## src/hw/fetch_defines.svh

```systemverilog
`ifndef FETCH_DEFINES_SVH
`define FETCH_DEFINES_SVH

// Program counter value out of reset
`define FETCH_RESET_PC 32'h0000_0100

// Fetch queue entries
// Also the number of credits fetch starts with
`define FETCH_QUEUE_DEPTH 4

// Instruction memory size in 32-bit words
// Index comes from PC bits 9:2, upper bits wrap
`define IMEM_WORDS 256

// Cycles from read issue to read data
`define IMEM_LATENCY 2

`endif

```

## src/hw/fetch_pkg.sv

```systemverilog
package fetch_pkg;

    // One machine word, used for PCs and instructions
    typedef logic [31:0] word_t;

    // Fetch queue payload
    // instr is forced to zero on a faulted entry
    typedef struct packed {
        word_t pc;
        word_t instr;
        // Misaligned fetch address
        logic  fault;
    } fetch_entry_t;

endpackage

```

## src/hw/fetch_queue.sv

```systemverilog
`timescale 1ns/100ps

`include "fetch_defines.svh"

module fetch_queue #(
    parameter type entry_t = fetch_pkg::fetch_entry_t,
    parameter int  DEPTH   = `FETCH_QUEUE_DEPTH
) (
    input  logic   CLK,
    input  logic   nRST,
    input  logic   push,
    input  entry_t push_entry,
    input  logic   flush,
    output logic   head_valid,
    output entry_t head_entry,
    input  logic   pop,
    output logic   credit_return
);
    localparam int PW = (DEPTH > 1) ? $clog2(DEPTH) : 1;
    localparam int CW = $clog2(DEPTH + 1);

    entry_t        slots [DEPTH];
    logic [PW-1:0] wr_ptr;
    logic [PW-1:0] rd_ptr;
    logic [CW-1:0] count;
    logic          do_push;
    logic          do_pop;

    // Wrap at DEPTH, which need not be a power of two
    function automatic logic [PW-1:0] ptr_inc(input logic [PW-1:0] ptr);
        if (ptr == PW'(DEPTH - 1)) begin
            return '0;
        end
        return ptr + 1'b1;
    endfunction

    // Flush wins over both push and pop
    assign do_push = push && !flush;
    assign do_pop  = pop && !flush;

    // One credit per pop
    // None on a flush, fetch reloads its counter instead
    assign credit_return = do_pop;

    assign head_valid = (count != '0);
    assign head_entry = slots[rd_ptr];

    // Pointers and fill count
    always_ff @(posedge CLK, negedge nRST) begin
        if (!nRST) begin
            wr_ptr <= '0;
            rd_ptr <= '0;
            count  <= '0;
        end else if (flush) begin
            wr_ptr <= '0;
            rd_ptr <= '0;
            count  <= '0;
        end else begin
            if (do_push) begin
                wr_ptr <= ptr_inc(wr_ptr);
            end
            if (do_pop) begin
                rd_ptr <= ptr_inc(rd_ptr);
            end
            case ({do_push, do_pop})
                2'b10:   count <= count + 1'b1;
                2'b01:   count <= count - 1'b1;
                default: count <= count;
            endcase
        end
    end

    // Entry storage
    always_ff @(posedge CLK) begin
        if (do_push) begin
            slots[wr_ptr] <= push_entry;
        end
    end

    // Credits should make this impossible
    a_no_push_full: assert property (
        @(posedge CLK) disable iff (!nRST) push |-> (count != CW'(DEPTH)))
        else $error("fetch_queue: push into a full queue");

    a_no_pop_empty: assert property (
        @(posedge CLK) disable iff (!nRST) pop |-> (count != '0))
        else $error("fetch_queue: pop from an empty queue");

endmodule

```

## config.mk

```make
export PLATFORM = sky130hd
export DESIGN_NAME = fetch_queue
export DESIGN_NICKNAME = d
export VERILOG_FILES = /design/src/hw/fetch_pkg.sv /design/src/hw/fetch_queue.sv
export VERILOG_INCLUDE_DIRS = /design/src /design/src/hw
export SDC_FILE = /design/constraint.sdc
export NUM_CORES = 1
export LEC_CHECK = 0
export ABC_CLOCK_PERIOD_IN_PS = 7510
export BUFFER_PORTS_ARGS = -buffer_cell sky130_fd_sc_hd__buf_2
export CORE_MARGIN = 4
export CORE_UTILIZATION = 53
export DETAILED_ROUTE_END_ITERATION = 10
export PLACE_DENSITY = 0.71
export SYNTH_ARGS = -nofsm -noshare
export SYNTH_HDL_FRONTEND = slang
export SYNTH_SLANG_ARGS = --single-unit
```

## constraint.sdc

```tcl
create_clock -name CLK -period 7.51 [get_ports CLK]
set_input_delay 0.751 -clock CLK [delete_from_list [all_inputs] [get_ports CLK]]
set_output_delay 0.751 -clock CLK [all_outputs]
set_load 0.02 [all_outputs]
```

Yosys cells after proc, flatten, opt, wreduce, memory -nomap -nowiden:

Memories as Yosys holds them, arrays and structs flattened.
Index checks and enable logic that the tools add are counted.
W data, S select, Z words.

* register bits after elaboration: 7
* memory bits (writable): 260
* bits of input ports: 70
* output and inout port bits: 67
* logic and storage cells: 37
* memories: 1

Memories
* slots: depth 4, width 65, read ports 1, clocked after memory_dff 0, write ports 1, RTL line fetch_queue.sv:22 `entry_t slots [DEPTH];`

* add/sub/neg operators: 4
* equality and inequality tests: 4
* mux-type cells: 18
* reductions and logical operators: 7

Operators by type and width (number)
* $mux W2: 8
* $mux W1: 8
* $eq A2 B2 Y1 const B: 3
* $pmux W3 S2: 1
* $reduce_bool A3 Y1: 2
* $add A2 B1 Y2 const B: 2
* $reduce_bool A2 Y1: 2
* $add A3 B1 Y3 const B: 1
* $mux W3: 1
* $sub A3 B1 Y3 const B: 1
* $eq A2 B1 Y1 const B: 1
* $logic_and A1 B1 Y1: 2
* $logic_not A1 Y1: 1

Depth between registers and ports, before layout:

Gate-level depths: netlist of run 1.

* depth in word-level cells: 7
* mapped depth: 6
* depth with buffers taken out: 6

Least setup slack after synthesis of run 1:

Ideal clock, no wire load.

* path type: input to register
* from: in flush
* to: mem slots[0][0] in the netlist's numbering (enable)
* library setup time: 0.430 ns
* arrival: 2.664 ns
* data required time: 7.080 ns
* slack: 4.416 ns
* cell stages on the path: 3
* buffers on the path: 1
* cell sequence: clkbuf_1 nor2_1 and2_1

* longest elaborated chain between the ends: 4

RTL lines
* start, declared: RTL line fetch_queue.sv:13 `input logic flush,`
* $logic_not A1 Y1: RTL line fetch_queue.sv:38 `assign do_push = push && !flush;`
* $logic_and A1 B1 Y1: RTL line fetch_queue.sv:38
* $mux W1: RTL line fetch_queue.sv:75 `if (do_push) begin`
* $mux W1 (implied by the code): RTL line fetch_queue.sv:76 `slots[wr_ptr] <= push_entry;`
* end, declared: RTL line fetch_queue.sv:22

Every way passes these cells.

==> results of run 1 <==
through the flow:
stage,std cells,total power [mW],hold WS (ns),area (µm²),setup WS (ns)
global placement,736,1.97,0.555,10700,4.31
finish,782,3.18,0.0582,11500,3.87
CTS,782,3.21,0.0459,11500,3.74
global route,782,3.29,0.0476,11500,3.61
detailed placement,736,1.98,0.580,10700,4.30
floorplan,387,1.89,0.455,9870,4.42
final timing paths:
kind                                       start                     end  slack, ns  depth (start not counted)
setup / recovery           rd_ptr[0]$_DFFE_PN0P_           head_entry[2]       3.87                          3
hold / removal                              nRST    count[0]$_DFFE_PN0P_       0.06                          1
setup reg to reg           wr_ptr[0]$_DFFE_PN0P_  slots[2][39]$_DFFE_PP_       5.61                          3
hold reg to reg             count[1]$_DFFE_PN0P_    count[1]$_DFFE_PN0P_       0.59                          2
max in group asynchronous                   nRST   rd_ptr[0]$_DFFE_PN0P_       7.27                          1
min in group CLK                  push_entry[61]  slots[0][61]$_DFFE_PP_       0.45                          1
cell type report:
class                   count  area, µm²
flip-flops and latches    267       7990
fillers                  1267       6630
multi-input cells          99       1730
clock buffers              35        706
repair buffers            137        688
well taps                 229        287
clock inverters            11        106
inverters                   4       15.0
flip-flops by register name, indices dropped and copies added (netlist names):
register,count
count,3
rd_ptr,2
slots,260
wr_ptr,2
Yosys cell counts:
| cell type | instances | area share, % |
|---|---|---|
| a21oi_1 | 2 | 0.10 |
| mux2i_1 | 3 | 0.30 |
| nor2_1 | 8 | 0.30 |
| and3b_1 | 1 | 0.089 |
| nor3_1 | 2 | 0.10 |
| buf_2 | 6 | 0.30 |
| edfxtp_1 | 260 | 79 |
| nor3b_1 | 4 | 0.30 |
| xnor2_1 | 1 | 0.089 |
| o21ai_0 | 1 | 0.051 |
| inv_1 | 4 | 0.15 |
| and2_1 | 4 | 0.25 |
| clkbuf_1 | 3 | 0.11 |
| mux4_2 | 65 | 15 |
| buf_4 | 3 | 0.23 |
| ha_1 | 5 | 0.63 |
| dfrtp_1 | 7 | 1.8 |
| fa_1 | 1 | 0.20 |
| buf_12 | 4 | 0.81 |
| or3_1 | 1 | 0.063 |
| buf_6 | 1 | 0.11 |
| xor2_1 | 1 | 0.089 |
placed cells by master, fill, tap and decap left out, types with 3 or more instances in the layout:
master / instances
edfxtp_1: 260
buf_2: 136
mux4_2: 65
clkbuf_16: 27
nor2_1: 8
clkbuf_1: 8
ha_1: 5
clkinv_1: 5
dfrtp_1: 5
inv_1: 4
and2_4: 4
nor3b_1: 4
mux2i_1: 3
cell families (layout without fill, tap and decap cells):
family | count (synthesis) | count (layout) | synth area share [%]
mux | 68 | 68 | 15.1
fa+ha+maj | 6 | 6 | 0.837
xor+xnor | 2 | 2 | 0.177
flops | 267 | 267 | 80.9
compound gates | 3 | 3 | 0.152
simple gates | 20 | 20 | 1.12
buf+inv | 21 | 187 | 1.72
power groups by stage:
stage | sequential [mW] | clock, mW | combinational (mW)
after detailed placement | 1.74 | 0 | 0.244
after global placement | 1.73 | 0 | 0.238
after global routing | 1.71 | 1.32 | 0.258
after CTS | 1.71 | 1.26 | 0.245
final | 1.70 | 1.24 | 0.239
after floorplan | 1.72 | 0 | 0.174
worst max-delay path: cells and delay by family, from the launching register on:
kind | cells | cell delay, ns
flops | 1 | 0.80
buf+inv | 2 | 0.91
mux | 1 | 0.62
metal layers:
layer / global-route usage (%) / vias to the layer above / part of all wire (%)
li1: - / 1946 / -
met1: 21.9 / 2295 / 41
met2: 28.4 / 128 / 52
met3: 3.60 / 26 / 5.8
met4: 4.22 / 0 / 2.0
met5: 0 / - / 0
==> reports/results.ini, run 1 <==
[timing]
tightest_slew_ns = 1.02
relSlewSlack_pct = 32.3
rsz0062_at_grt = no
fmax_mhz = 275
min_period_ns = 3.64
finalClockSkew_ns = 0.00940
setup_violations = 0
final-max-slew-violation-count = 0
tns_ns = 0
period_share_pct = 48.5
hold_violations = 0

[worst_setup_path]
cp.required_ns = 6.76
slowest_delay_ns = 0.80
crit_slowest_cell = dfrtp_4
cp-start-kind = flop
cp.arrival_ns = 2.89
path_class = reg -> out
cp_max_fo = 39
crit_path_end_kind = primary output
path_cells = buf_4, mux4_2, buf_2

[die]
start_util_pct = 54.4
rows = 49
die_w_um = 144
io_pins = 137
die-area_um2 = 20900
die_h_um = 144
core-area_um2 = 18100

[drt]
drtIter0Drc = 266
drc = 0
dr.pass1.iters = 4
ant_nets = 0
routedWlPerCell_um = 21.8
wirelength_um = 17000
vias_per_cell = 5.62
vias = 4395

[grt]
grt_pass1_vias = 4774
grt_pass1_wl_um = 26300
antenna_found_initial = 0
grt_max_degree = 68
track_usage_pct = 16.6
overflow = 0

[yosys]
syn_area_per_cell_um2 = 25.5
synth.distinct_cells = 22
yosys_warnings = 0
ys_ff_latch = 267
synth_area_um2 = 9870
syn_nets = 463
syn_inst = 387
ys_seq_area_share_pct = 80.9

[power_and_ir_drop]
p_sw_uw = 671
p_int_mw = 2.51
p_leak_nw = 3.89
swShare_pct = 21.1
ir_worst_vdd_v = 0.000237
p_clk_share_pct = 38.9
seq_power_share_pct = 53.6
combPwrFrac_pct = 7.5
power.density_nw_per_um2 = 276

[placement]
io_buffers = 136
place_congestion = 0.693
place_hpwl_um = 9710

[final_layout]
area_delta_synth_final_pct = 16.7
antenna-diode-count = 0
drive_above_1_share_pct = 43.6
nets = 612
final_util_pct = 63.5

[clock_network]
tritoncts = done
cts_setup_buffers = 0
clk_path_buf_depth = 3
cts-resized-gates = 0
cts_sinks = 267
cts_hold_buf = 0
clk_latency_ns = 0.51
clockRootBuffer = clkbuf_16
cts_buffers = 27
htreeDepth = 1
cts.clk_slew.worst_paths_ns = 0.06

[run_status]
status = completed

[worst_hold_path]
hold_class = in -> async

[run]
drv_cap = 0

No activity file was read; power rests on OpenSTA's default activity.
==> run 2: changes to the inputs <==
- ABC_AREA: unset -> 1
- ABC_CLOCK_PERIOD_IN_PS: 7510 -> 3560
- PLACE_DENSITY: 0.71 -> 0.7
- clock period: 7.51 -> 3.56 ns (I/O delays scaled with it)
==> reports/results.ini, run 2 <==
[yosys]
synth_compound_area_share_pct = 11.8
ys_seq_area_share_pct = 76.6
synth_edf_count = 260
synth_top_family_by_area = compound AO/OA/AOI/OAI gates
synth.distinct_cells = 23
ys_ff_latch = 267
netlist_top_cells_area = edfxtp_1 (75%), o21ai_0 (4.7%), nor2_1 (4.3%)
syn_inst = 694
synthFlopType = edfxtp_1
post-synth-top-area-cell = edfxtp_1
synthTopCellsByCount = edfxtp_1 (260), nor2_1 (118), o21ai_0 (97)
synthSimpleGateAreaFrac_pct = 7.47
synth-adder-area-share_pct = 0.793
synth_area_um2 = 10400
synthXorXnorAreaFrac_pct = 0
syn_nets = 770
syn_area_per_cell_um2 = 15.0
yosys_warnings = 0
synth_most_common_cell = edfxtp_1
synth-async-reset-ratio_pct = 2.62
synth.area.mux_share_pct = 0
synth_top_cell_area_share_pct = 74.9

[clock_network]
clk_path_buf_depth = 3
tritoncts = done
cts_setup_buffers = 0
htreeDepth = 1
clockRootBuffer = clkbuf_16
cts_buffers = 27
cts.clk_slew.worst_paths_ns = 0.06
clk_latency_ns = 0.52
cts_sinks = 267

[worst_setup_path]
slowest_delay_ns = 0.87
critical_path.top_delay_family = buffers and inverters
crit_start = rd_ptr[0]$_DFFE_PN0P_
reg2regPathDepth = 5
crit_end = head_entry[39]
cp.required_ns = 3.20
cp.arrival_ns = 2.83
worst-path-buf-inv = 2
crit_path_end_kind = primary output
r2r_end = slots[2][8]$_DFFE_PP_
r2r_slack_ns = 1.52
path_cells = buf_4, o21ai_0, o22ai_1, buf_2
crit_slowest_cell = dfrtp_4
r2r-start = wr_ptr[0]$_DFFE_PN0P_
cp_max_fo = 73
path_class = reg -> out
cp-start-kind = flop
crit_cells = 4

[die]
io_pins = 137
die-area_um2 = 22000
start_util_pct = 53.7
core-area_um2 = 19400
die_w_um = 148
die_h_um = 148
rows = 51

[drt]
vias = 6240
dr.pass1.iters = 5
drtIter0Drc = 388
vias_per_cell = 5.64
wirelength_um = 21500
routedWlPerCell_um = 19.5
ant_nets = 0
drc = 0

[power_and_ir_drop]
p_leak_nw = 4.19
p_total_mw = 6.83
ir_worst_vdd_v = 0.000370
power.density_nw_per_um2 = 566

[timing]
relSlewSlack_pct = 49.4
tightest_slew_ns = 0.759
finalClockSkew_ns = 0.0111
fmax_mhz = 314
worst_slack_ns = 0.373
rsz0062_at_grt = no
min_period_ns = 3.19
hold_violations = 0
setup_violations = 0
period_share_pct = 89.5
final-max-slew-violation-count = 0

[final_layout]
multi_input_area_um2 = 2120
nets = 907
final_common_cell = edfxtp_1
antenna-diode-count = 0
fillers = 1444
mostFrequentLayoutCells = edfxtp_1 (260), buf_2 (136), nor2_1 (114)
largest_reg_flops = 260
drive_above_1_share_pct = 27.4
area_delta_synth_final_pct = 15.9
regMostFlops = slots
final_area_um2 = 12100
largestRegisters = slots (260), count (3)
regArea_um2 = 7990

[run_status]
status = completed

[placement]
place_ws_ns = 0.908
place_hpwl_um = 12600
placed_cell_area_um2 = 11300
io_buffers = 136
place_congestion = 0.741

[grt]
track_usage_pct = 19.2
grt_pass1_vias = 6435
antenna_found_initial = 3
overflow = 0
grt_max_degree = 77
grt_pass1_wl_um = 33600

[worst_hold_path]
hold_class = in -> reg

[run]
drv_cap = 0

-- run 2: changes by cell type after synthesis, sizes merged, moves of 2 or more --
cell	previous run	this run
buf	14	22
nor2	8	138
mux4	65	0
nand2	0	24
a21oi	2	0
nor3b	4	0
nand3	0	4
mux2i	3	0
clkbuf	3	20
and2	4	0
nor3	2	0
inv	4	13
o21ai	1	132
o22ai	0	66
-- run 2: cell families (layout without fill, tap and decap cells) --
logic type                 Yosys count  after routing
adders and majority gates            6              6
buffers and inverters               55            203
AOI/OAI and AO/OA                  200            200
and+or+nand+nor                    166            166
DFF                                267            267
-- run 2: layer usage --
metal / GRT usage (%) / share of wire (%)
met4: 5.08 / 2.1
met3: 4.08 / 6.1
met2: 33.6 / 51
met1: 24.7 / 40
met5: 0 / 0.20
-- run 2: worst min path at each step --
stage,to,cells past startpoint,slack [ns],startpoint
4_1_cts,slots[3][18]$_DFFE_PP_,1,0.03,push_entry[18]
2_1_floorplan,count[0]$_DFFE_PN0P_,0,0.06,nRST
5_1_grt,slots[0][18]$_DFFE_PP_,1,0.05,push_entry[18]
3_5_place_dp,rd_ptr[0]$_DFFE_PN0P_,1,0.20,nRST
3_3_place_gp,rd_ptr[0]$_DFFE_PN0P_,1,0.20,nRST
6_report,slots[2][30]$_DFFE_PP_,1,0.05,push_entry[30]
-- run 2: area by class of cell --
cell class,count,share of cell area (%)
clock buffers,34,5.81
clock inverters,6,0.404
inverters,13,0.446
multi-input cells,372,17.6
flip-flops and latches,267,66.2
well taps,265,2.75
repair buffers,150,6.84
-- run 2: timing repair --
action	in CTS	in global routing
hold endpoints to repair	7	0
hold buffers	1	0
gates resized for setup	0	0
-- run 2: through the flow --
step / hold slack [ns] / TNS [ns] / instances / util (%)
final: 0.0529 / 0 / 1107 / 62.2
after global routing: 0.0450 / 0 / 1107 / 62.2
after CTS: 0.0322 / 0 / 1107 / 62.2
after detailed placement: 0.202 / 0 / 1066 / 58.3
after global placement: 0.195 / 0 / 1066 / 58.3
after floorplan: 0.0604 / -69.19 / 694 / -
-- run 2: report_power, final --
part / internal [mW] / switching [mW]
clock: 1.44 / 1.03
combinational: 0.240 / 0.533
sequential: 3.54 / 0.0454
total: 5.22 / 1.61
