--- src/hw/fetch_defines.svh ---
`ifndef FETCH_DEFINES_SVH
`define FETCH_DEFINES_SVH

// Program counter value out of reset
`define FETCH_RESET_PC 32'h0000_0100

// Fetch queue entries
// Also the number of credits fetch starts with
`define FETCH_QUEUE_DEPTH 4

// Instruction memory size in 32-bit words
// Index comes from PC bits 9:2, upper bits wrap
`define IMEM_WORDS 256

// Cycles from read issue to read data
`define IMEM_LATENCY 2

`endif

--- src/hw/fetch_pkg.sv ---
package fetch_pkg;

    // One machine word, used for PCs and instructions
    typedef logic [31:0] word_t;

    // Fetch queue payload
    // instr is forced to zero on a faulted entry
    typedef struct packed {
        word_t pc;
        word_t instr;
        // Misaligned fetch address
        logic  fault;
    } fetch_entry_t;

endpackage

--- src/hw/fetch_stage.sv ---
`timescale 1ns/100ps

`include "fetch_defines.svh"

module fetch_stage (
    input  logic                    CLK,
    input  logic                    nRST,
    output logic                    rd_en,
    output fetch_pkg::word_t        rd_addr,
    output logic                    rd_tag,
    input  logic                    rd_valid,
    input  fetch_pkg::word_t        rd_data,
    input  logic                    rd_tag_out,
    output logic                    push,
    output fetch_pkg::fetch_entry_t push_entry,
    input  logic                    credit_return,
    input  logic                    redirect_valid,
    input  fetch_pkg::word_t        redirect_pc
);
    localparam int LAT   = `IMEM_LATENCY;
    localparam int DEPTH = `FETCH_QUEUE_DEPTH;
    localparam int CW    = $clog2(DEPTH + 1);

    fetch_pkg::word_t pc;
    logic             epoch;
    logic [CW-1:0]    credits;
    logic             issue;
    logic             misaligned;

    // PC and fault of each read in flight
    // Same depth as the memory pipe so they line up with rd_valid
    fetch_pkg::word_t pc_pipe    [LAT];
    logic             fault_pipe [LAT];

    logic             resp_fault;

    // Need a reserved queue slot to issue
    // Quiet in reset, the load port has the memory alone then
    // Redirect cycle issues nothing, old epoch would only be dropped
    assign issue = nRST && (credits != '0) && !redirect_valid;

    // Low PC bits nonzero means misaligned fetch
    assign misaligned = (pc[1:0] != 2'b00);

    // Memory sees the word address only
    assign rd_en   = issue;
    assign rd_addr = {pc[31:2], 2'b00};
    assign rd_tag  = epoch;

    // PC register and epoch
    always_ff @(posedge CLK, negedge nRST) begin
        if (!nRST) begin
            pc    <= `FETCH_RESET_PC;
            epoch <= 1'b0;
        end else if (redirect_valid) begin
            pc    <= redirect_pc;
            // Reads still in flight now carry a stale tag
            epoch <= ~epoch;
        end else if (issue) begin
            pc <= pc + 32'd4;
        end
    end

    // Credit counter
    // Spend on issue, refill on pop
    always_ff @(posedge CLK, negedge nRST) begin
        if (!nRST) begin
            credits <= CW'(DEPTH);
        end else if (redirect_valid) begin
            // Queue empties at the same edge
            credits <= CW'(DEPTH);
        end else begin
            credits <= credits - CW'(issue) + CW'(credit_return);
        end
    end

    // Side pipe beside the memory read
    always_ff @(posedge CLK) begin
        pc_pipe[0]    <= pc;
        fault_pipe[0] <= misaligned;
        for (int i = 1; i < LAT; i++) begin
            pc_pipe[i]    <= pc_pipe[i-1];
            fault_pipe[i] <= fault_pipe[i-1];
        end
    end

    assign resp_fault = fault_pipe[LAT-1];

    // Only current-epoch responses reach the queue
    assign push = rd_valid && (rd_tag_out == epoch);

    assign push_entry.pc    = pc_pipe[LAT-1];
    // Squash to zero on a fault
    assign push_entry.instr = resp_fault ? '0 : rd_data;
    assign push_entry.fault = resp_fault;

    // Credits cannot outgrow the queue
    a_credit_bound: assert property (
        @(posedge CLK) disable iff (!nRST) credits <= CW'(DEPTH))
        else $error("fetch_stage: credit counter above queue depth");

endmodule

--- config.mk ---
export PLATFORM = sky130hd
export DESIGN_NAME = fetch_stage
export DESIGN_NICKNAME = d
export VERILOG_FILES = /design/src/hw/fetch_pkg.sv /design/src/hw/fetch_stage.sv
export VERILOG_INCLUDE_DIRS = /design/src /design/src/hw
export SDC_FILE = /design/constraint.sdc
export NUM_CORES = 1
export LEC_CHECK = 0
export BUFFER_PORTS_ARGS = -buffer_cell sky130_fd_sc_hd__buf_4
export CAP_MARGIN = 5
export CELL_PAD_IN_SITES_DETAIL_PLACEMENT = 0
export CELL_PAD_IN_SITES_GLOBAL_PLACEMENT = 1
export CORE_MARGIN = 5
export CORE_UTILIZATION = 36
export CTS_CLUSTER_SIZE = 8
export DETAILED_ROUTE_END_ITERATION = 16
export PLACE_DENSITY_LB_ADDON = 0.1
export SETUP_SLACK_MARGIN = 0.1
export SLEW_MARGIN = 30
export SYNTH_ARGS = -nofsm -noshare
export SYNTH_HDL_FRONTEND = slang
export SYNTH_SLANG_ARGS = --single-unit
--- constraint.sdc ---
create_clock -name CLK -period 2.6 [get_ports CLK]
set_input_delay 0.39 -clock CLK [delete_from_list [all_inputs] [get_ports CLK]]
set_output_delay 0.39 -clock CLK [all_outputs]
set_load 0.1 [all_outputs]
## Yosys cells after proc, flatten, opt, wreduce, memory -nomap -nowiden

Memories as Yosys holds them, arrays and structs flattened.
Cells that the tools add are included.

| storage, ports and cells | value |
|---|---|
| bits in registers | 36 |
| memories kept | 2 |
| bits of input ports | 70 |
| RAM bits | 66 |
| output and inout bits | 100 |
| word-level logic and storage cells | 21 |

Memories:

| memory | words | width | read ports | clocked after memory_dff | write ports | line | RTL |
|---|---|---|---|---|---|---|---|
| pc_pipe | 2 | 32 | 2 | 0 | 2 | fetch_stage.sv:32 | `fetch_pkg::word_t pc_pipe [LAT];` |
| fault_pipe | 2 | 1 | 2 | 0 | 2 | fetch_stage.sv:33 | `logic fault_pipe [LAT];` |

| operators by class | value |
|---|---|
| add/subtract/negate cells | 3 |
| bitwise operators | 1 |
| multiplexer cells | 4 |
| reductions and logical operators | 7 |
| eq/ne operators | 1 |

Operators by type and width:

| kind | count |
|---|---|
| 2-to-1 mux 32 bit | 3 |
| adder 32 x 3 -> 32 bit (second input constant) | 1 |
| nonzero test 2 bit | 2 |
| adder 3 x 1 -> 3 bit | 1 |
| logical AND 1 bit | 3 |
| 2-to-1 mux 3 bit | 1 |
| nonzero test 3 bit | 1 |
| subtractor 3 x 1 -> 3 bit | 1 |
| == test 1 bit | 1 |
| logical NOT 1 bit | 1 |
| NOT 1 bit | 1 |

## Longest topological paths before layout

Gate-level depths: netlist (run 1).

| depth | value |
|---|---|
| depth after elaboration | 6 |
| depth in mapped cells | 10 |
| mapped depth without buffers | 9 |

## Worst setup path after synthesis (run 1)

OpenSTA, ideal clock, no wires.

| timing | value |
|---|---|
| path kind | in2reg |
| start | input port redirect_valid |
| end | register credits[2] |
| stages | 10 |
| library setup time | 0.090 ns |
| data arrival time | 3.312 ns |
| setup slack | -0.803 ns |
| cell sequence | clkbuf_1 -> clkbuf_1 -> nor2_1 -> ha_1 -> inv_1 -> ha_1 -> inv_1 -> fa_1 -> xnor2_1 -> nand2_1 |

| on the way | value |
|---|---|
| cells in the longest elaborated chain, start to end | 5 |

Ends and longest elaborated chain:

| item | line | RTL |
|---|---|---|
| start, declared | fetch_stage.sv:17 | `input logic redirect_valid,` |
| logical NOT 1 bit | fetch_stage.sv:40 | `assign issue = nRST && (credits != '0) && !redirect_valid;` |
| logical AND 1 bit | fetch_stage.sv:40 |  |
| via rd_en | fetch_stage.sv:8 | `output logic rd_en,` |
| subtractor 3 x 1 -> 3 bit | fetch_stage.sv:73 | `credits <= credits - CW'(issue) + CW'(credit_return);` |
| adder 3 x 1 -> 3 bit | fetch_stage.sv:73 |  |
| 2-to-1 mux 3 bit | fetch_stage.sv:69 | `end else if (redirect_valid) begin` |
| end signal, assigned | fetch_stage.sv:68 | `credits <= CW'(DEPTH);` |
| end signal, assigned | fetch_stage.sv:71 | `credits <= CW'(DEPTH);` |
| end signal, assigned | fetch_stage.sv:73 |  |
| end, declared | fetch_stage.sv:26 | `logic [CW-1:0] credits;` |

The timed path passes the listed nets, and every way through them passes these cells.
A chain may end at the register's enable or synchronous reset.

## Final worst setup path (run 1)

| timing | value |
|---|---|
| start | input port nRST |
| end | register pc[18] |

| on the way | value |
|---|---|
| cells in the longest elaborated chain, start to end | 3 |

Ends and longest elaborated chain:

| item | line | RTL |
|---|---|---|
| start, declared | fetch_stage.sv:7 | `input logic nRST,` |
| logical AND 1 bit (2 in series) | fetch_stage.sv:40 |  |
| nonzero test 2 bit (no source line) | n/a |  |
| end signal, assigned | fetch_stage.sv:53 | `` pc <= `FETCH_RESET_PC; `` |
| end signal, assigned | fetch_stage.sv:56 | `pc <= redirect_pc;` |
| end signal, assigned | fetch_stage.sv:60 | `pc <= pc + 32'd4;` |
| end, declared | fetch_stage.sv:24 | `fetch_pkg::word_t pc;` |

Every way passes these cells.

==> results.md, run 1 <==
* Fillers at 1118
* Sequential-to-total area share from yosys stat at 52.6%
* Fin crit period at 2.35 ns
* Hold path depth at 3
* Vias at 3223
* Hold Crit Endpoint: pc[3]
* Yosys reg bits at 102
* Worst Path Buf+Inv at 3
* Routability cong. at 0.889
* Hold_sp: redirect_pc[3]
* Most common cell in the netlist: dfxtp_1
* Highest fanout seen on the critical path at 16
* Gr usage total at 15.7%
* CP max stage cell: or4_1
* Via/cell ratio at 4.80
* Final hold vios at 0
* First-pass GRT wire length at 17.5 mm
* Reg2reg end: pc[18]
* Core area at 0.0115 mm²
* Clock latency on the worst-skew pair at 0.34 ns
* Fin. max-slew vios at 0
* Clock root buffer: clkbuf_16
* Syn Area/Cell at 10.1 µm²
* Design Area, Final at 0.00550 mm²
* Slew @ Worst Pin at 0.775 ns
* Largest cells by area after synthesis: dfxtp_1, dfrtp_1, buf_4
* Postcts setup bufs at 0
* CP Launch Type: primary input
* Layout Nets at 598
* TritonCTS clock tree: yes
* Layout cell share with drive strength beyond 1 at 38.2%
* Worst Hold Class: in -> reg
* Die H at 118 µm
* Largest net degree at the start of global routing at 29
* Rows at 39
* CTS max path bufs at 2
* Max_cap viols at 0
* CP endpoint kind: register
* Initial antenna violation count at 0
* Post-layout util at 48.0%
* Htree depth at 3
* Fmax at 0.426 GHz
* Top Ports at 170
* Post-Route WL at 10.9 mm
* Cell mode on critical path: buf_4
* Crit path largest cell delay at 0.58 ns
* Static Leak at 2.42 nW
* Dpl cell area at 0.00517 mm²
* Post-Synthesis Cells at 418
* Diode count at 0
* CP arrival at 2.62 ns
* Vias in the first global route at 3184
* Clock skew at 0.00822 ns
* Final worst path period share at 90.3%
* Kind of critical path: in -> reg
* Syn-to-layout area delta at 30.0%
* Reg-to-reg slack, setup at 0.51 ns
* Reg-to-Reg Start: credits[2]
* Post-synth top area share at 31.2%
* Asr flop ratio synth at 35.3%
* Mapped cell area at 0.00423 mm²
* Critical Path RT at 2.87 ns
* Initial Util at 36.9%
* Drt first pass iters at 4
* Synth cell count leaders: dfxtp_1, buf_4, nor2b_1, dfrtp_1, nand2_1
* CP top delay family: simple AND/OR/NAND/NOR gates
* Critical Path, Cell by Cell: dlygate4sd3_1 -> buf_4 -> o31ai_2 -> buf_4 -> or2_1 -> or4_1 -> a31oi_1
* Pwr dens at 942 mW/mm²
* DR WL/cell at 16.3 µm
* Total number of clock tree sinks at 102
* RSZ-0062 raised after global routing: no
* Max VDD drop at 0.000743 V
* Status: completed
* Port Buf Inserts at 167
* Die Area at 0.0140 mm²
* Register area at 0.00222 mm²
* Yosys warning count at 0
* DRT iter0 DRCs at 120
* Area of the multi-input gates at 0.00145 mm²
* Synth area leader: dfxtp_1
* Post-synth top flop: dfxtp_1
* Chip width at 118 µm
* # DRC at 0
* Total CTS buffers at 9
* EDFF count, synth at 0
* DP HPWL at 8.46 mm
* Finish-stage setup viols at 0
* Distinct cells, synth at 45
* Clock-pin slew on the worst setup and hold paths at 0.07 ns
* Reg2Reg Depth at 5
* Slew HR at 47.9%
* Total global routing overflow at 0
* Fin Setup TNS at 0 ns
* Antenna viol nets, final at 0
cell type report:
type                    count  area share (%)
flip-flops and latches    102            40.4
multi-input cells         229            26.3
repair buffers            174            23.8
clock buffers              13            5.32
well taps                 143            3.25
inverters                   8           0.546
clock inverters             3           0.387
state kept, by name, summed over array words and instances (netlist names):
name and cells:
pc_pipe 64, pc 32, credits 3, fault_pipe 2, rd_tag 1
layout by cell type (no fill, tap or decap), types with 3 or more instances in the layout:
cell,count
nor2_1,17
or4_1,12
ha_1,3
xor2_1,5
nand4_1,15
a22oi_1,5
o31ai_1,15
clkbuf_16,11
buf_4,173
o21ai_0,12
o211ai_1,3
or3_1,3
nor3_1,5
nor2b_1,38
dfxtp_1,66
nor4_1,5
xnor2_1,7
nand3_1,17
inv_1,7
nand2_1,25
dfrtp_1,34
a31oi_1,11
and3_1,3
or2_2,4
timing repair:
item,CTS,global route
hold buffers,1,0
endpoints found under the hold margin,8,0
resized for setup,0,1
setup endpoints to repair,0,2
through the flow:
stage	power, mW	std cells	hold slack [ns]	worst slack [ns]
final	5.18	672	0.248	0.253
after global routing	5.39	672	0.251	0.109
after CTS	5.24	672	0.239	0.250
after detailed placement	3.86	655	0.243	0.423
after global placement	3.85	655	0.240	0.440
after floorplan	3.56	419	0.0944	0.126
report_power, final:
part,total [mW],switching (mW),internal (mW)
clock network,1.37,0.575,0.794
registers,1.93,0.156,1.77
logic,1.88,1.47,0.416
worst max-delay path by stage:
| stage | from | end | slack, ns | depth (start not counted) |
|---|---|---|---|---|
| final | nRST | pc[18] | 0.25 | 7 |
| after CTS | nRST | pc[23] | 0.25 | 6 |
| after detailed placement | nRST | pc[22] | 0.42 | 6 |
| after global routing | nRST | pc[20] | 0.11 | 7 |
| after global placement | nRST | pc[13] | 0.44 | 5 |
| after floorplan | redirect_valid | credits[2] | 0.13 | 10 |
kinds of logic (layout without fill, tap and decap cells):
family | Yosys count | in the layout | synth area share, %
compound gates | 52 | 52 | 8.34
xor+xnor | 12 | 12 | 2.48
fa+ha+maj | 4 | 4 | 1.36
buf+inv | 88 | 198 | 13.7
flops | 102 | 102 | 52.6
mux | 3 | 3 | 0.769
other cells | 1 | 2 | 0.0886
simple gates | 156 | 156 | 20.7
worst min-delay path: stages:
cell and delay, ns:
buf_4 0.07, nand2_1 0.04, o21ai_0 0.06
routing by layer:
metal,global-route usage [%],vias up,part of all wire [%]
li1,-,1608,-
met1,19.2,1479,42
met2,26.3,124,48
met3,4.30,12,7.6
met4,5.95,0,2.0
met5,0,-,0
Power figures use the tool's default switching activity.
==> run 2: changes to the inputs <==
--- a/config.mk
+++ b/config.mk
@@ -11,7 +11,7 @@
 export CELL_PAD_IN_SITES_DETAIL_PLACEMENT = 0
 export CELL_PAD_IN_SITES_GLOBAL_PLACEMENT = 1
 export CORE_MARGIN = 5
-export CORE_UTILIZATION = 36
+export CORE_UTILIZATION = 38
 export CTS_CLUSTER_SIZE = 8
 export DETAILED_ROUTE_END_ITERATION = 16
 export PLACE_DENSITY_LB_ADDON = 0.1
==> constraint.sdc (replaced) <==
create_clock -name CLK -period 2.7 [get_ports CLK]
set_input_delay 0.405 -clock CLK [delete_from_list [all_inputs] [get_ports CLK]]
set_output_delay 0.405 -clock CLK [all_outputs]
set_load 0.1 [all_outputs]
==> results.md, run 2 (synthesis gave the netlist of run 1 again) <==
* Fmax at 0.423 GHz
* Post-layout util at 49.1% (+1.1 points)
* Layout cell share with drive strength beyond 1 at 37.8% (-0.35 points)
* Kind of critical path: in -> reg
* Largest registers: pc_pipe (64), pc (32), credits (3)
* Die Area at 0.0133 mm² (-4.8%)
* Vias at 3218 (-0.16%)
* Commonest non-fill, non-tap cell in the layout: buf_4
* RSZ-0062 raised after global routing: no
* Static Leak at 2.35 nW (-3.0%)
* Post-Route WL at 10.4 mm (-5.3%)
* DR WL/cell at 15.6 µm (-4.5%)
* Worst Slack Setup Final at 0.337 ns (+0.0842 ns)
* Total CTS buffers at 9 (unchanged)
* Fin cells at 666 (-0.89%)
* Crit path largest cell delay at 0.59 ns (about the same)
* Dpl cell area at 0.00515 mm² (-0.51%)
* Antenna viol nets, final at 0 (unchanged)
* Routability cong. at 0.738 (-17%)
* Slew HR at 51.0% (+3.2 points)
* Status: completed
* Slew @ Worst Pin at 0.728 ns (-0.0470 ns)
* Total number of clock tree sinks at 102 (unchanged)
* Drt first pass iters at 4 (unchanged)
* Wire length on met3 at 880 µm (+5.8%)
* Clock latency on the worst-skew pair at 0.37 ns (+0.03 ns)
* Postcts setup bufs at 0 (unchanged)
* Diode count at 0 (unchanged)
* CP endpoint kind: register
* Largest net degree at the start of global routing at 52 (+79%)
* First-pass GRT wire length at 15.9 mm (-9.1%)
* Vias in the first global route at 3057 (-4.0%)
* DP HPWL at 7.98 mm (-5.8%)
* Pwr dens at 856 mW/mm² (-9.2%)
* Initial Util at 38.9% (+2.0 points)
* Fin. max-slew vios at 0 (unchanged)
* Die H at 116 µm (-2.4%)
* Layout Nets at 595 (-0.50%)
* Design Area, Final at 0.00535 mm² (-2.8%)
* Highest fanout seen on the critical path at 15 (-1)
* Initial antenna violation count at 0 (unchanged)
* Total global routing overflow at 0 (unchanged)
* Inst Count DP at 649 (-0.92%)
* Fin crit period at 2.36 ns
* WL met1 at 4.33 mm (-5.9%)
* Fin Hold WS at 0.239 ns (-0.00923 ns)
* TritonCTS clock tree: yes
* CP top delay family: simple AND/OR/NAND/NOR gates
* CTS Hold Bufs at 1 (unchanged)
* Gr usage total at 15.2% (-0.46 points)
* Power consumption at 4.57 mW (-12%)
* Via/cell ratio at 4.83 (+0.74%)
* CTS resizes at 0 (unchanged)
* Worst Path Buf+Inv at 2 (-1)
* Worst Hold Class: in -> reg
* Fin Setup TNS at 0 ns (unchanged)
* Max_cap viols at 0 (unchanged)
* Clock skew at 0.0134 ns (+0.00520 ns)
* CTS max path bufs at 2 (unchanged)
* Biggest register: pc_pipe
* Detailed-routed wire length on met2 at 5.05 mm (-4.4%)
* CP arrival at 2.65 ns (+0.03 ns)
* Core area at 0.0109 mm² (-5.1%)
* Clock root buffer: clkbuf_8
* CP max stage cell: or4_1
* Final worst path period share at 87.5%
* Htree depth at 3 (unchanged)
* Clock-pin slew on the worst setup and hold paths at 0.11 ns (+0.04 ns)
* # DRC at 0 (unchanged)
* Port Buf Inserts at 167 (unchanged)
* Final hold vios at 0 (unchanged)
* Chip width at 116 µm (-2.4%)
* CP Launch Type: primary input
* Worst slack, placed at 0.436 ns (+0.0129 ns)
* Syn-to-layout area delta at 26.3%
* Commonest cells after routing, fill and taps aside: buf_4, dfxtp_1, nor2b_1, dfrtp_1, nand2_1
* Top Layer Used: met4
* Largest register FFs at 64 (unchanged)
* Max VDD drop at 0.000455 V (-39%)
* Critical Path, Cell by Cell: dlygate4sd3_1 -> buf_4 -> o31a_1 -> nand3_1 -> or4_1 -> a31oi_1
* Top Ports at 170 (unchanged)
* Finish-stage setup viols at 0 (unchanged)
* DRT iter0 DRCs at 118 (-1.7%)
* Rows at 38 (-2.6%)
* Critical Path RT at 2.99 ns (+0.12 ns)
run 2: changes by cell type in the layout (fill, tap and decap cells not counted), sizes merged:
cell	previous run	this run
buf	173	170
inv	8	10
clkinv	2	4
clkbuf	13	9
run 2: final timing paths:
| kind | start | to | slack [ns] | depth (start not counted) |
|---|---|---|---|---|
| min reg2reg | pc_pipe[0][4] | pc_pipe[0][36] | 0.33 | 0 |
| max | nRST | pc[13] | 0.34 | 6 |
| max reg2reg | credits[0] | credits[2] | 0.45 | 9 |
| max in group asynchronous | nRST | pc[14] | 1.71 | 3 |
| min in group asynchronous | nRST | pc[5] | 0.41 | 2 |
| min | redirect_pc[7] | pc[7] | 0.24 | 3 |
run 2: worst reg2reg max path: stages (launching register included):
cell and delay (ns):
dfrtp_1 0.41, o31ai_2 0.59, nor2_4 0.06, ha_1 0.30
inv_1 0.06, ha_1 0.13, inv_1 0.05, fa_1 0.38
xnor2_1 0.16, nand2_1 0.06
run 2: area by class of cell:
class,instances,area (µm²)
clock buffers,9,124
inverters,8,30.0
well taps,140,175
fillers,1073,5540
clock inverters,7,66.3
repair buffers,171,1290
multi-input cells,229,1440
flip-flops and latches,102,2220
run 2: where the power goes:
part / internal [mW] / switching, mW
Clock: 0.356 / 0.559
Sequential: 1.71 / 0.156
Combinational: 0.394 / 1.40
run 2: per-layer routing:
layer  vias to the layer above  GRT usage [%]
met5                         -              0
met4                         0           4.46
met3                         6           3.97
met2                       120           25.3
met1                      1501           19.5
li1                       1591              -
==> run 3: changes to the inputs <==
==> constraint.sdc (replaced) <==
create_clock -name CLK -period 2.7 [get_ports CLK]
set_input_delay 0.135 -clock CLK [delete_from_list [all_inputs] [get_ports CLK]]
set_output_delay 0.135 -clock CLK [all_outputs]
set_load 0.1 [all_outputs]
==> results.md, run 3 (synthesis gave the netlist of run 1 again) <==
* Status: completed
* Reg-to-Reg Start: credits[0]
* Clock skew at 0.0184 ns (+0.00495 ns)
* Fillers at 979 (-8.8%)
* Vias at 3284 (+2.1%)
* Chip width at 116 µm (unchanged)
* Reg-to-reg slack, setup at 0.44 ns (about the same)
* Hold_sp: redirect_pc[24]
* TritonCTS clock tree: yes
* Die H at 116 µm (unchanged)
* Slew HR at 47.9% (-3.1 points)
* Design Area, Final at 0.00556 mm² (+4.0%)
* Critical path origin: credits[0]
* Worst Hold Class: in -> reg
* Gr usage total at 15.5% (+0.33 points)
* CTS resizes at 0 (unchanged)
* Total number of clock tree sinks at 102 (unchanged)
* CP arrival at 2.50 ns (-0.15 ns)
* Layout Nets at 616 (+3.5%)
* CTS max path bufs at 2 (unchanged)
* Commonest non-fill, non-tap cell in the layout: buf_4
* Core area at 0.0109 mm² (unchanged)
* CP max stage cell: o31ai_2
* Finish-stage setup viols at 0 (unchanged)
* Top Ports at 170 (unchanged)
* Diode count at 0 (unchanged)
* Max_cap viols at 0 (unchanged)
* Max VDD drop at 0.000473 V (+4.1%)
* DP HPWL at 7.92 mm (-0.65%)
* CP Launch Type: register
* Fin. max-slew vios at 0 (unchanged)
* Htree depth at 3 (unchanged)
* Clock-pin slew on the worst setup and hold paths at 0.11 ns (about the same)
* Clock latency on the worst-skew pair at 0.38 ns (about the same)
* Initial Util at 38.9% (unchanged)
* Crit path largest cell delay at 0.59 ns (about the same)
* # DRC at 0 (unchanged)
* CP endpoint kind: register
* Post-Route WL at 10.6 mm (+2.4%)
* Largest registers: pc_pipe (64), pc (32), credits (3)
* Port Buf Inserts at 167 (unchanged)
* Postcts setup bufs at 0 (unchanged)
* Die Area at 0.0133 mm² (unchanged)
* Total global routing overflow at 0 (unchanged)
* DR WL/cell at 15.4 µm (-0.74%)
* Fin Setup TNS at 0 ns (unchanged)
* First-pass GRT wire length at 16.0 mm (+0.60%)
* Highest fanout seen on the critical path at 8 (-7)
* Hold path depth at 3 (unchanged)
* Final hold vios at 0 (unchanged)
* Clock root buffer: clkbuf_8
* Kind of critical path: reg -> reg
* Critical Path RT at 2.94 ns (-0.05 ns)
* DRT iter0 DRCs at 102 (-14%)
* Fmax at 0.442 GHz (+4.5%)
* Rows at 38 (unchanged)
* CP top delay family: adder cells
* Final worst path period share at 83.7% (-3.8 points)
* Initial antenna violation count at 0 (unchanged)
* Syn-to-layout area delta at 31.4%
* Total CTS buffers at 9 (unchanged)
* Biggest register: pc_pipe
* Routability cong. at 0.767 (+3.9%)
* Fin crit period at 2.26 ns (-0.102 ns)
* Dpl cell area at 0.00515 mm² (+0.15%)
* Hold Crit Endpoint: pc[24]
* Static Leak at 2.44 nW (+4.0%)
* Commonest cells after routing, fill and taps aside: buf_4, dfxtp_1, nor2b_1, dfrtp_1, nand2_1
* RSZ-0062 raised after global routing: no
* Critical Path, Cell by Cell: o31ai_2 -> nor2_4 -> ha_1 -> inv_1 -> ha_1 -> inv_1 -> fa_1 -> nor2_1
* Drt first pass iters at 4 (unchanged)
* Worst Path Buf+Inv at 2 (unchanged)
* Largest net degree at the start of global routing at 52 (unchanged)
* Reg2reg end: credits[1]
* Power consumption at 4.62 mW (+1.1%)
* Largest register FFs at 64 (unchanged)
* Layout cell share with drive strength beyond 1 at 36.6% (-1.3 points)
* Vias in the first global route at 3086 (+0.95%)
* Slew @ Worst Pin at 0.774 ns (+0.0460 ns)
* Reg2Reg Depth at 8 (-1)
* Pwr dens at 831 mW/mm² (-2.8%)
* Via/cell ratio at 4.78 (-1.1%)
* Antenna viol nets, final at 0 (unchanged)
[run 3: repair_timing]
item	in CTS	in global routing
hold buffers	21	0
endpoints found under the hold margin	54	0
endpoints found under the setup margin	0	0
[run 3: per-layer routing]
layer	share of wire, %	GRT usage (%)	vias to the layer above
met4	1.1	5.24	0
met1	41	18.7	1521
met2	49	27.1	121
met5	0	0	-
li1	-	-	1631
met3	8.4	3.81	11
[run 3: where the power goes]
part	switching [mW]	leakage (nW)	internal (mW)	total, mW
registers	0.153	0.970	1.71	1.86
clock network	0.560	0.101	0.383	0.943
logic	1.41	1.37	0.413	1.82
total	2.12	2.44	2.50	4.62
[run 3: tightest hold or removal path, cell delays in order]
cell	delay, ns
buf_4	0.08
a21oi_1	0.06
nand3_1	0.07
[run 3: final cells by class]
type	count	area, µm²	share of cell area, %
tap	140	175	3.15
multi-input combinational	229	1440	25.9
timing repair buffer	192	1490	26.9
clock buffer	10	138	2.47
clock inverter	6	60.1	1.08
sequential	102	2220	40.0
inverter	8	30.0	0.540
[run 3: how the worst max path moves through the flow]
stage                             to  slack (ns)  depth (start not counted)
final                     credits[1]        0.44                          8
after global routing      credits[2]        0.21                          9
after CTS                 credits[2]        0.42                          9
after detailed placement  credits[2]        0.44                          9
after global placement    credits[2]        0.52                          9
after floorplan           credits[2]        0.33                          9
[run 3: metrics by stage]
stage,hold slack [ns],std cells,utilization [%],setup WS (ns)
6_report,0.0233,687,51.1,0.439
5_1_grt,0.00156,687,51.1,0.215
4_1_cts,0.000265,687,51.1,0.423
3_5_place_dp,-0.0263,650,47.3,0.443
3_3_place_gp,-0.0285,650,47.3,0.523
2_1_floorplan,-0.161,419,-,0.327
